===== config.mk =====
export PLATFORM = sky130hd
export DESIGN_NAME = free_list
export DESIGN_NICKNAME = d
export VERILOG_FILES = /design/src/hw/rename_pkg.sv /design/src/hw/free_list.sv
export VERILOG_INCLUDE_DIRS = /design/src /design/src/hw
export SDC_FILE = /design/constraint.sdc
export NUM_CORES = 1
export LEC_CHECK = 0
export ABC_AREA = 1
export ABC_CLOCK_PERIOD_IN_PS = 2950
export BUFFER_PORTS_ARGS = -buffer_cell sky130_fd_sc_hd__clkbuf_2
export CORE_ASPECT_RATIO = 2
export CORE_MARGIN = 8
export CORE_UTILIZATION = 55
export CTS_BUF_LIST = sky130_fd_sc_hd__clkbuf_2 sky130_fd_sc_hd__clkbuf_4 sky130_fd_sc_hd__clkbuf_8
export CTS_CLUSTER_SIZE = 10
export DETAILED_ROUTE_END_ITERATION = 10
export PLACE_DENSITY = 0.76
export SLEW_MARGIN = 20
export SYNTH_ARGS = -nofsm -noshare
export SYNTH_HDL_FRONTEND = slang
export SYNTH_SLANG_ARGS = --single-unit

===== constraint.sdc =====
create_clock -name clk_i -period 2.95 [get_ports clk_i]
set_input_delay 0.59 -clock clk_i [delete_from_list [all_inputs] [get_ports clk_i]]
set_output_delay 0.59 -clock clk_i [all_outputs]
set_load 0.03 [all_outputs]

===== src/hw/rename_defs.svh =====
`ifndef RENAME_DEFS_SVH
`define RENAME_DEFS_SVH

//////////////////////////////////////////////////
// Register counts
//////////////////////////////////////////////////

`define RN_NUM_ARCH_REGS 32
`define RN_NUM_PHYS_REGS 64

// Registers left over after the identity map
`define RN_FREE_DEPTH (`RN_NUM_PHYS_REGS - `RN_NUM_ARCH_REGS)

//////////////////////////////////////////////////
// Index and data widths
//////////////////////////////////////////////////

`define RN_ARCH_IDX_W 5
`define RN_PHYS_IDX_W 6
`define RN_DATA_W     64

`endif


===== src/hw/rename_pkg.sv =====
`include "rename_defs.svh"

package rename_pkg;

    typedef logic [`RN_ARCH_IDX_W-1:0] arch_reg_t;
    typedef logic [`RN_PHYS_IDX_W-1:0] phys_reg_t;
    typedef logic [`RN_DATA_W-1:0]     data_t;

    // Incoming request from decode
    typedef struct packed {
        logic      valid;
        arch_reg_t rs1;
        arch_reg_t rs2;
        arch_reg_t rd;
        logic      regfile_we;
    } rename_req_t;

    typedef struct packed {
        logic      valid;
        phys_reg_t prd;
        data_t     data;
    } wb_port_t;

    // Frees the previous mapping of a retired destination
    typedef struct packed {
        logic      valid;
        phys_reg_t old_prd;
    } commit_t;

    typedef struct packed {
        logic      valid;
        arch_reg_t rs1;
        arch_reg_t rs2;
        arch_reg_t rd;
        logic      regfile_we;
        phys_reg_t prs1;
        logic      rdy1;
        phys_reg_t prs2;
        logic      rdy2;
        phys_reg_t prd;
        phys_reg_t old_prd;
    } renamed_t;

    // Renamed instruction with its operands
    typedef struct packed {
        logic      valid;
        arch_reg_t rs1;
        arch_reg_t rs2;
        arch_reg_t rd;
        logic      regfile_we;
        phys_reg_t prs1;
        logic      rdy1;
        phys_reg_t prs2;
        logic      rdy2;
        phys_reg_t prd;
        phys_reg_t old_prd;
        data_t     data_rs1;
        data_t     data_rs2;
    } issue_t;

    // Writeback snoop, physical register 0 never matches
    function automatic logic wb_hit(wb_port_t wb, phys_reg_t prs);
        return wb.valid && (wb.prd == prs) && (prs != '0);
    endfunction

endpackage


===== src/hw/free_list.sv =====
`include "rename_defs.svh"

module free_list (
    input  logic                  clk_i,
    input  logic                  rstn_i,
    input  logic                  alloc_i,
    input  rename_pkg::commit_t   commit_i,
    output rename_pkg::phys_reg_t head_o,
    output logic                  empty_o
);
    import rename_pkg::*;

    localparam int PTR_W = $clog2(`RN_FREE_DEPTH);

    phys_reg_t        entries_q [`RN_FREE_DEPTH];
    logic [PTR_W-1:0] head_q;
    logic [PTR_W-1:0] tail_q;
    logic [PTR_W:0]   count_q;
    logic             push;
    logic             pop;

    // Register 0 is hardwired and never goes back on the list
    assign push = commit_i.valid && (commit_i.old_prd != '0);
    assign pop  = alloc_i && !empty_o;

    assign head_o  = entries_q[head_q];
    assign empty_o = (count_q == '0);

    //////////////////////////////////////////////////
    // Circular buffer
    //////////////////////////////////////////////////

    always_ff @(posedge clk_i or negedge rstn_i) begin
        if (!rstn_i) begin
            // Starts full with the registers above the identity map
            for (int i = 0; i < `RN_FREE_DEPTH; i++) begin
                entries_q[i] <= phys_reg_t'(`RN_NUM_ARCH_REGS + i);
            end
            head_q  <= '0;
            tail_q  <= '0;
            count_q <= (PTR_W+1)'(`RN_FREE_DEPTH);
        end else begin
            if (push) begin
                entries_q[tail_q] <= commit_i.old_prd;
                tail_q            <= tail_q + 1'b1;
            end
            if (pop) begin
                head_q <= head_q + 1'b1;
            end
            // Push and pop together leave the level unchanged
            case ({push, pop})
                2'b10:   count_q <= count_q + 1'b1;
                2'b01:   count_q <= count_q - 1'b1;
                default: count_q <= count_q;
            endcase
        end
    end

endmodule


; Yosys cells after proc, flatten, opt, wreduce, memory -nomap -nowiden
; Cells that the tools add are included.
[totals]
ff_bits = 208
output_inout_bits = 7
[classes]
add_sub_neg = 4
magnitude_cmp = 3
eq_ne = 2
muxes = 7
n_bitwise = 2
reduce_logical = 7
[op_table]
columns = operator, count
row1 = 192-bit bitwise mux, 1
row2 = 6-bit binary-select mux with 5-bit select, 1
row3 = 6-bit demux with 5-bit select, 1
row4 = 6-bit 2-to-1 mux, 3
row5 = 6-bit >= comparator (second input constant), 2
row6 = 5-bit NOT with 6-bit output, 2
row7 = 6-bit case mux with 2 select lines, 1
row8 = 5-bit by 1-bit adder with 5-bit output (second input constant), 2
row9 = 6-bit by 1-bit adder with 6-bit output (second input constant), 1
row10 = 6-bit zero test, 1
row11 = 6-bit by 1-bit less-than comparator with 1-bit output (second input constant), 1
row12 = 6-bit nonzero test, 1
row13 = 6-bit by 1-bit subtractor with 6-bit output (second input constant), 1
row14 = 1-bit logical AND, 3
row15 = 2-bit by 1-bit equality test with 1-bit output (second input constant), 1
row16 = 2-bit equality test (second input constant), 1
row17 = 2-bit nonzero test, 1
row18 = 1-bit zero test, 1

; Logic depth before layout (Yosys ltp)
; Gate-level depths: netlist of run 1.
[logic_depth]
ltp_word = 6
mapped_depth = 14
mapped_depth_nobuf = 14

; Worst setup path before layout of run 1
; OpenSTA, ideal clock, no wires.
[synth_timing]
path_kind = input-to-reg
start = input port commit_i[3] (netlist bit)
end = register count_q[4]
setup_time_ns = 0.121
arrival_ns = 2.195
setup_slack_ns = 0.634
stages = 13
n_path_buf = 0
path_cell_list = nor2_1 nand4_2 nand2_4 ha_1 inv_1 fa_1 inv_1 nand2_1 nand2_1 nand2_1 nand3_1 nand2_1 o22a_1
[synth_via]
elab_chain_cells = 4
word_cells_on_any_way = 6
classes_between = eq/ne (2) / mux (1) / reduce/logical (3)
[synth_rtl]
columns = element, line
row1 = from (decl), free_list.sv:7  ; input rename_pkg::commit_t commit_i,
row2 = 6-bit nonzero test *, free_list.sv:23  ; assign push = commit_i.valid && (commit_i.old_prd != '0);
row3 = 1-bit logical AND *, free_list.sv:23
row4 = 2-bit by 1-bit equality test with 1-bit output / 2-bit equality test (equally long branches), free_list.sv:51  ; case ({push, pop})
row5 = 6-bit case mux with 2 select lines / 2-bit nonzero test (equally long branches), -
row6 = to (signal assigned), free_list.sv:52  ; 2'b10: count_q <= count_q + 1'b1;
row7 = to (signal assigned), free_list.sv:53  ; 2'b01: count_q <= count_q - 1'b1;
row8 = to (signal assigned), free_list.sv:54  ; default: count_q <= count_q;
row9 = to (decl), free_list.sv:18  ; logic [PTR_W:0] count_q;
; Every way passes the cells marked *; elsewhere a longest branch is shown, timed or not.
; A chain may end at the register's enable or synchronous reset.

; Worst setup path in the final report of run 1
[layout_timing]
start = register head_q[0]
end = output port head_o[2]
[layout_via]
elab_chain_cells = 4
[layout_rtl]
columns = element, line
row1 = from (decl), free_list.sv:16  ; logic [PTR_W-1:0] head_q;
row2 = from (signal assigned), free_list.sv:48  ; head_q <= head_q + 1'b1;
row3 = 5-bit NOT with 6-bit output (implied by the code), free_list.sv:26  ; assign head_o = entries_q[head_q];
row4 = 6-bit binary-select mux with 5-bit select, free_list.sv:26
row5 = 6-bit 2-to-1 mux (implied by the code) (2 in series), free_list.sv:26
row6 = to (decl), free_list.sv:8  ; output rename_pkg::phys_reg_t head_o,
; No other way between the ends. The select of a mux whose other input is x is not followed.

==> impl_metrics.tcl, run 1 <==
set metrics [dict create \
    status "finished, final reports clean" \
    busiest_layer "met2" \
    grt_pass1_vias 8473 \
    max_slew_margin_pct 59.7 \
    vias_per_cell 5.59 \
    drt-total-wl_um 28000 \
    clockBufferDepth 3 \
    place_inst 1502 \
    power_mw 12.8 \
    antenna_cells 0 \
    cpMostUsedCell "nand2_1" \
    clk_latency_ps 590 \
    htreeDepth 1 \
    areaGrowthSynthToFinish_pct 9.96 \
    clock-sinks 208 \
    gp_congestion 0.879 \
    met3_usage_pct 3.38 \
    fmaxAchievable_mhz 348 \
    crit_family "simple AND/OR/NAND/NOR gates" \
    hold_violations 0 \
    numCtsBuffers 30 \
    ys.flop_type "dfstp_2" \
    drtIter0Drc 649 \
    ios 17 \
    port_buffers 16 \
    start_util_pct 55.6 \
    crit_chain "buf_12 -> clkbuf_16 -> nand2_1 -> nand3_1 -> nand3_1 -> nand2_1 -> nor2_1 -> nand2_1 -> nand2_1 -> inv_1 -> clkbuf_4" \
    finalSetupViolations 0 \
    num-nets-final 1344 \
    critical_path_arrival_ps 2290 \
    antenna_found_initial 0 \
    drc 0 \
    final-seq-area_um2 5350 \
    finalWorstSetupSlack_ps 74.6 \
    fin_crit_ps 2880 \
    crit_path_end_kind "output port" \
    die_y_um 210 \
    ir_drop_v 0.000568 \
    synth_area_um2 10400 \
    yosysWarnings 0 \
    final_util_pct 61.2 \
    cp_max_fo 26 \
    synth_nets 1356 \
    routedWlPerCell_um 17.9 \
    overflow 0 \
    leakage_nw 5.29 \
    fp.dieArea_um2 23800 \
    critPathLaunchType "flip-flop" \
    period_share_pct 97.5 \
    crit_type "reg2out" \
    dp_hpwl_um 17200 \
    multi_input_area_um2 4140 \
    core_area_um2 18700 \
    netlist_instances 1335 \
    pwr_density_cell_nw_per_um2 1130 \
    fin_skew_ps 24.7 \
    cts_tree "done" \
    rsz0062_at_grt "true" \
    hold_path_class "in2async" \
    crit_required_ps 2360 \
    cts-root-buf "clkbuf_8" \
    ys_ff_latch 208 \
    netlist-cell-type-count 27 \
    synthArstFlopShare_pct 100 \
    grt_first_pass_wirelength_um 43800 \
    nFillCells 1674 \
    cts.clk_slew.worst_paths_ps 70 \
    ys_seq_area_share_pct 51.5 \
    cpPeakStageDelay_ps 460 \
    use_met1_pct 25.2 \
    drive_above_1_share_pct 17.9 \
    preCtsSetupSlack_ps 341 \
    std_cell_rows 71 \
    antenna_left 0 \
    grt_max_degree 66 \
    drv_slew 0 \
    maxCapViolations 0 \
    first_pass_iters 8 \
    timing.critical_path.buf_inv 4 \
    syn_avg_cell_area_um2 7.77 \
    vias 8752 \
    use_met2_pct 40.7 \
    finalNonFillerCells 1566 \
    worst-slew-pin-transition_ps 603 \
    synth_edf_count 0 \
    track_usage_pct 23.2 \
    cpMaxStageDelayCell "dfrtp_2" \
    fp.dieW_um 113 \
]
[synthesized netlist by cell type (2+ instances only)]
cell type,instances,area (um^2)
o21ai_1,177,886
nor2_4,3,33.8
buf_1,3,11.3
o211ai_1,6,45.0
nand3_1,123,616
inv_2,4,15.0
dfstp_2,113,2970
buf_4,24,180
nor3_2,2,20.0
dfrtp_1,95,2380
xor2_1,8,70.1
ha_1,10,125
a21oi_1,15,75.1
xnor2_1,2,17.5
o21ai_0,19,95.1
nand2_1,511,1920
clkbuf_1,32,120
nor2_1,28,105
buf_2,31,155
inv_1,122,458
[kinds of logic after synthesis]
family,count (synthesis),synth area share [%]
adder cells (fa/ha/maj),11,1.40
XOR/XNOR,10,0.844
buffers and inverters,216,9.05
AO/OA/AOI/OAI,218,10.7
AND/OR/NAND/NOR,672,26.5
flip-flops,208,51.5
[placed cells by master, fill, tap and decap left out, types with 19 or more instances in the layout]
cell type / n
nand2_1: 509
dfstp_2: 113
nand3_1: 116
nor2_1: 28
dfrtp_1: 94
o21ai_0: 19
o21ai_1: 177
clkbuf_8: 39
inv_1: 121
[sequential cells by signal (all words and copies together) (netlist names)]
signal	cells
tail_q	5
head_q	5
count_q	6
entries_q	192
[power breakdown]
part | total [mW] | internal, mW | leakage (nW) | switching [mW]
Combinational | 5.40 | 1.95 | 2.52 | 3.45
Sequential | 4.99 | 4.32 | 2.42 | 0.665
Clock | 2.46 | 1.34 | 0.354 | 1.11
Total | 12.8 | 7.61 | 5.29 | 5.23
[final timing paths]
path / start / end / slack, ps / cells after the start
max: head_q[0] / head_o[2] / 70 / 11
min: rstn_i / count_q[4] / 5 / 1
max reg2reg: count_q[5] / count_q[4] / 590 / 14
min reg2reg: entries_q[36] / entries_q[36] / 470 / 2
max in group asynchronous: rstn_i / entries_q[35] / 2110 / 2
min in group clk_i: alloc_i / head_q[0] / 360 / 3
[stage by stage]
step / cell area, um^2 / hold slack [ps] / setup TNS, ps
floorplan: 10400 / 294 / 0
global placement: 10500 / 460 / 0
detailed placement: 10500 / 464 / 0
CTS: 11200 / 5.98 / 0
global route: 11400 / 6.37 / -78.5
finish: 11400 / 5.45 / 0
[routing by layer]
layer | share of wire [%] | vias up | routed length (um)
li1 | - | 4175 | -
met1 | 37 | 4146 | 10300
met2 | 51 | 322 | 14400
met3 | 5.2 | 109 | 1460
met4 | 6.5 | 0 | 1810
met5 | 0 | - | 0
[layout make-up]
cell class / instances / area share [%]
Timing Repair Buffer: 46 / 4.48
Clock buffer: 53 / 5.57
Sequential cell: 208 / 46.9
Multi-Input combinational cell: 911 / 36.3
Inverter: 126 / 4.24
Clock inverter: 3 / 0.132
Tap cell: 219 / 2.40
[timing repair]
item | CTS | global route
hold buffers | 0 | 0
endpoints found under the setup margin | 6 | 6
gates resized for setup | 7 | 25
gates cloned | 1 | 4
pin swaps | 0 | 3
setup buffers | 0 | 3
Power figures use the tool's default switching activity.
==> run 2, diff against run 1 <==
- ABC_CLOCK_PERIOD_IN_PS: 2950 -> 2600
- PLACE_DENSITY: 0.76 -> 0.74
- clock period: 2.95 -> 2.6 ns (I/O delays scaled with it)
==> impl_metrics.tcl, run 2 (synthesis gave the netlist of run 1 again) <==
set metrics [dict create \
    top_regs "entries_q (192), count_q (6)" \
    fin_skew_ps 18.8 \
    clk_latency_ps 590 \
    ios 17 \
    status "finished, violations left" \
    final_cell_mix "485 x nand2_1, 177 x o21ai_1, 115 x inv_1, 113 x dfstp_2, 93 x dfrtp_1" \
    max_slew_margin_pct 62.9 \
    hold_depth 3 \
    largest_register_ffs 192 \
    placed_area_um2 10600 \
    critical_path_arrival_ps 2260 \
    nFillCells 1595 \
    routedWlPerCell_um 18.2 \
    port_buffers 16 \
    cts.clk_slew.worst_paths_ps 70 \
    min_to "head_q[0]" \
    num-nets-final 1357 \
    r2r_cells 15 \
    finalWorstSetupSlack_ps -183 \
    rsz0062_at_grt "true" \
    min-delay-start "alloc_i" \
    final-seq-area_um2 5350 \
    r2r_start "count_q[0]" \
    drtIter0Drc 629 \
    overflow 0 \
    fp.dieW_um 113 \
    finalSetupViolations 6 \
    start_util_pct 55.6 \
    antenna_cells 0 \
    drt-total-wl_um 28800 \
    leakage_nw 5.50 \
    grt_first_pass_wirelength_um 45400 \
    dp_hpwl_um 17700 \
    first_pass_iters 5 \
    pwr_density_cell_nw_per_um2 1310 \
    crit_type "reg2out" \
    gp_congestion 0.942 \
    r2r_end "count_q[5]" \
    violations "negative setup slack" \
    layout_commonest_cell "nand2_1" \
    clockBufferDepth 3 \
    htreeDepth 1 \
    crit_required_ps 2080 \
    hold_violations 0 \
    std_cell_rows 71 \
    vias 8751 \
    antenna_left 0 \
    worst-slew-pin-transition_ps 555 \
    tns_ps -1030 \
    drv_slew 0 \
    fmaxAchievable_mhz 359 \
    hold_path_class "in2reg" \
    die_y_um 210 \
    crit_path_end_kind "output port" \
    drive_above_1_share_pct 23.8 \
    clock-sinks 208 \
    drc 0 \
    period_share_pct 107 \
    areaGrowthSynthToFinish_pct 15.2 \
    cts_tree "done" \
    antenna_found_initial 0 \
    fp.dieArea_um2 23800 \
    core_area_um2 18700 \
    multi_input_area_um2 4410 \
    grt_max_degree 59 \
    track_usage_pct 24.3 \
    vias_per_cell 5.54 \
    postLayoutCellArea_um2 12000 \
    r2r_slack_ps 300 \
    critPathLaunchType "flip-flop" \
    maxCapViolations 0 \
    largest-register "entries_q" \
    grt_pass1_vias 8716 \
    ir_drop_v 0.000654 \
    cp_max_fo 10 \
    cts-root-buf "clkbuf_8" \
    fin_crit_ps 2780 \
    numCtsBuffers 30 \
]
==> run 2: worst max-delay path by stage <==
stage	endpoint	depth (start not counted)	start	slack, ps
floorplan	count_q[4]	13	commit_i[3]	350
global placement	head_o[3]	12	head_q[0]	260
detailed placement	head_o[3]	12	head_q[0]	260
CTS	head_o[3]	11	head_q[0]	-160
global route	head_o[2]	12	head_q[0]	-270
finish	head_o[4]	12	head_q[0]	-180
==> run 2: report_power, final <==
part	switching (mW)	total, mW	leakage, nW	internal [mW]
clock	1.25	2.86	0.366	1.61
combinational	4.29	7.03	2.72	2.74
sequential	0.827	5.73	2.42	4.91
==> run 2: area by class of cell <==
type / count / area share, %
tap: 219 / 2.29
clock inverter: 1 / 0.0419
clock buffer: 55 / 5.65
timing repair buffer: 58 / 6.26
multi-input combinational: 911 / 36.9
inverter: 126 / 4.05
sequential: 208 / 44.7
timing repair inverter: 1 / 0.0628
==> run 2: worst max-delay path: stages, from the launching register on <==
cell	delay, ps
dfrtp_2	540
inv_8	110
buf_12	170
buf_12	140
nand2_2	60
nand3_2	60
nand3_2	80
nand2_1	70
nor2_1	130
nand2_2	80
nand2_2	90
inv_2	40
buf_8	120
==> run 2: through the flow <==
step	hold slack [ps]	worst slack [ps]	std cells	util, %	power [mW]
2_1_floorplan	224	354	1335	-	9.62
3_3_place_gp	460	258	1508	56.7	11.2
3_5_place_dp	464	259	1508	56.7	11.3
4_1_cts	302	-165	1575	62.7	15.1
5_1_grt	327	-270	1579	64.1	16.6
6_report	354	-183	1579	64.1	15.6
==> run 2: what timing repair did <==
item | in CTS | in global routing
hold endpoints to repair | 22 | 0
hold buffers | 1 | 0
gates cloned | 7 | 2
pin swaps | 18 | 35
buffers inserted | 3 | 3
endpoints found under the setup margin | 6 | 6
resized for setup | 54 | 67
==> run 2: per-layer routing <==
layer  GRT usage (%)  up-vias  part of all wire [%]
li1                -     4223                     -
met1            27.3     4148                    38
met2            42.9      298                    51
met3            3.93       82                   5.7
met4            13.7        0                   5.1
met5               0        -                     0
==> run 3, diff against run 2 <==
- ABC_AREA: 1 -> default
- TNS_END_PERCENT: default -> 10
==> impl_metrics.tcl, run 3 <==
set metrics [dict create \
    status "finished, violations left" \
    violations "negative setup slack" \
    maxCapViolations 0 \
    ys.flop_type "dfstp_2" \
    hold_violations 0 \
    finalSetupViolations 8 \
    dp_hpwl_um 16300 \
    start_util_pct 55.9 \
    power_switching_mw 4.82 \
    seq_power_share_pct 41.6 \
    track_usage_pct 20.7 \
    netlist-cell-type-count 49 \
    antenna_left 0 \
    drc 0 \
    post-synth-top-count-cell "mux2_2" \
    ys_ff_latch 208 \
    top_regs "entries_q (192), count_q (6)" \
    critPathLaunchType "flip-flop" \
    clk_latency_ps 540 \
    core_area_um2 17800 \
    grt_max_degree 83 \
    finalNonFillerCells 972 \
    largest_register_ffs 192 \
    place_inst 916 \
    pwr_density_cell_nw_per_um2 1290 \
    clock-sinks 208 \
    critical_path_arrival_ps 2620 \
    synth_nets 692 \
    swShare_pct 32.5 \
    internal_power_mw 9.99 \
    finalWorstSetupSlack_ps -542 \
    cts.clk_slew.worst_paths_ps 70 \
    ctsHoldBuffers 0 \
    synthArstFlopShare_pct 100 \
    syn_avg_cell_area_um2 14.8 \
    ios 17 \
    power_mw 14.8 \
    synth_common_cells "190 x mux2_2, 113 x dfstp_2, 95 x dfrtp_1" \
    grt_first_pass_wirelength_um 37500 \
    p_comb_share_pct 40.4 \
    cts-root-buf "clkbuf_8" \
    routedWlPerCell_um 23.8 \
    drv_slew 0 \
    fin_crit_ps 3140 \
    fin_skew_ps 12.0 \
    yosysWarnings 0 \
    worst-slew-pin-transition_ps 691 \
    antenna_cells 0 \
    std_cell_rows 69 \
    die_y_um 206 \
    drive_above_1_share_pct 67.2 \
    netlist_instances 671 \
    hold_path_class "in2async" \
    crit_type "reg2out" \
    largest-register "entries_q" \
    vias_per_cell 6.19 \
    numCtsBuffers 28 \
    leakage_nw 4.77 \
    synth_area_leaders "dfstp_2 30%, dfrtp_1 24%, mux2_2 22%" \
    fp.dieArea_um2 22900 \
    crit_path_end_kind "output port" \
    clockBufferDepth 3 \
    ys_seq_area_share_pct 53.8 \
    final_cell_mix "190 x mux2_2, 113 x dfstp_2, 93 x dfrtp_1, 58 x buf_4, 38 x clkbuf_8" \
    cts_tree "done" \
    overflow 0 \
    synth.top_cell.area_share_pct 29.9 \
    tns_ps -3460 \
    ir_drop_v 0.000610 \
    period_share_pct 121 \
    drtIter0Drc 245 \
    synth_top_area_cell "dfstp_2" \
    areaGrowthSynthToFinish_pct 15.8 \
    vias 6021 \
    max_slew_margin_pct 53.8 \
    crit_required_ps 2080 \
    cp_max_fo 8 \
    layout_commonest_cell "mux2_2" \
    fp.dieW_um 111 \
    worst_hold_slack_ps 9.06 \
    synth_edf_count 0 \
    grt_pass1_vias 6798 \
    num-nets-final 759 \
    rsz0062_at_grt "true" \
    antenna_found_initial 0 \
    gp_congestion 0.816 \
    power_frac_clock_pct 18.0 \
    synth_area_um2 9940 \
    drt-total-wl_um 23200 \
    port_buffers 16 \
    first_pass_iters 4 \
    htreeDepth 1 \
    fmaxAchievable_mhz 318 \
]
-- run 3: cell count changes after synthesis, sizes merged, moves of 6 or more --
cell    change
o311ai      +6
buf        -46
inv       -119
mux2i      +25
mux4       +36
a21oi      -10
o221ai      +6
a211oi     +12
o211ai      -6
mux2      +194
a22o        +6
nand2     -503
o21ai     -189
nand3     -117
-- run 3: final cells by class --
| type | instances | area [um^2] |
|---|---|---|
| flip-flops and latches | 208 | 5350 |
| clock buffers | 46 | 571 |
| inverters | 7 | 26.3 |
| repair buffers | 82 | 719 |
| clock inverters | 5 | 52.6 |
| fillers | 1278 | 6270 |
| well taps | 213 | 267 |
| multi-input cells | 411 | 4520 |
-- run 3: what timing repair did --
action	in CTS	in global routing
endpoints found under the hold margin	0	0
cloned	0	0
resized for setup	21	6
setup buffers	5	0
endpoints found under the setup margin	9	9
pin swaps	5	2
-- run 3: critical path: stages (launching register included) --
cell	delay [ps]
dfrtp_4	520
buf_12	170
buf_6	120
mux4_2	430
a22o_1	220
a211o_1	280
o311a_1	160
clkbuf_8	170
-- run 3: power by group through the flow --
stage	Sequential, mW	Clock [mW]	Combinational, mW
3_5_place_dp	6.25	0	5.60
6_report	6.16	2.67	5.99
5_1_grt	6.34	2.85	6.39
3_3_place_gp	6.10	0	5.39
4_1_cts	6.15	2.73	5.99
2_1_floorplan	5.75	0	4.10
-- run 3: final timing paths --
check                         startpoint             end  slack, ps  cells after the start
min in group clk_i           commit_i[5]  entries_q[137]        420                      2
max in group asynchronous         rstn_i  entries_q[113]       1800                      2
max                            head_q[0]       head_o[4]       -540                      7
min reg2reg                entries_q[75]   entries_q[75]        500                      1
max reg2reg                   count_q[3]      count_q[4]       -250                      9
min                               rstn_i    entries_q[6]          9                      1
-- run 3: stage by stage --
step                      setup WS [ps]  cell area [um^2]  util (%)
after floorplan                    -285             10000         -
after global placement             -303             10700      60.3
after detailed placement           -452             10700      60.3
after CTS                          -557             11500      64.6
after global routing               -586             11500      64.7
final                              -542             11500      64.7
-- run 3: cell families after synthesis --
logic type	synth area share, %
simple gates	4.10
buf+inv	2.06
flops	53.8
fa+ha+maj	1.46
mux	32.8
compound gates	4.93
xor+xnor	0.881
-- run 3: metal layers --
metal	global-route usage [%]	part of all wire (%)
met1	21.3	35
met2	39.6	57
met3	2.24	3.4
met4	11.5	5.1
met5	0	0
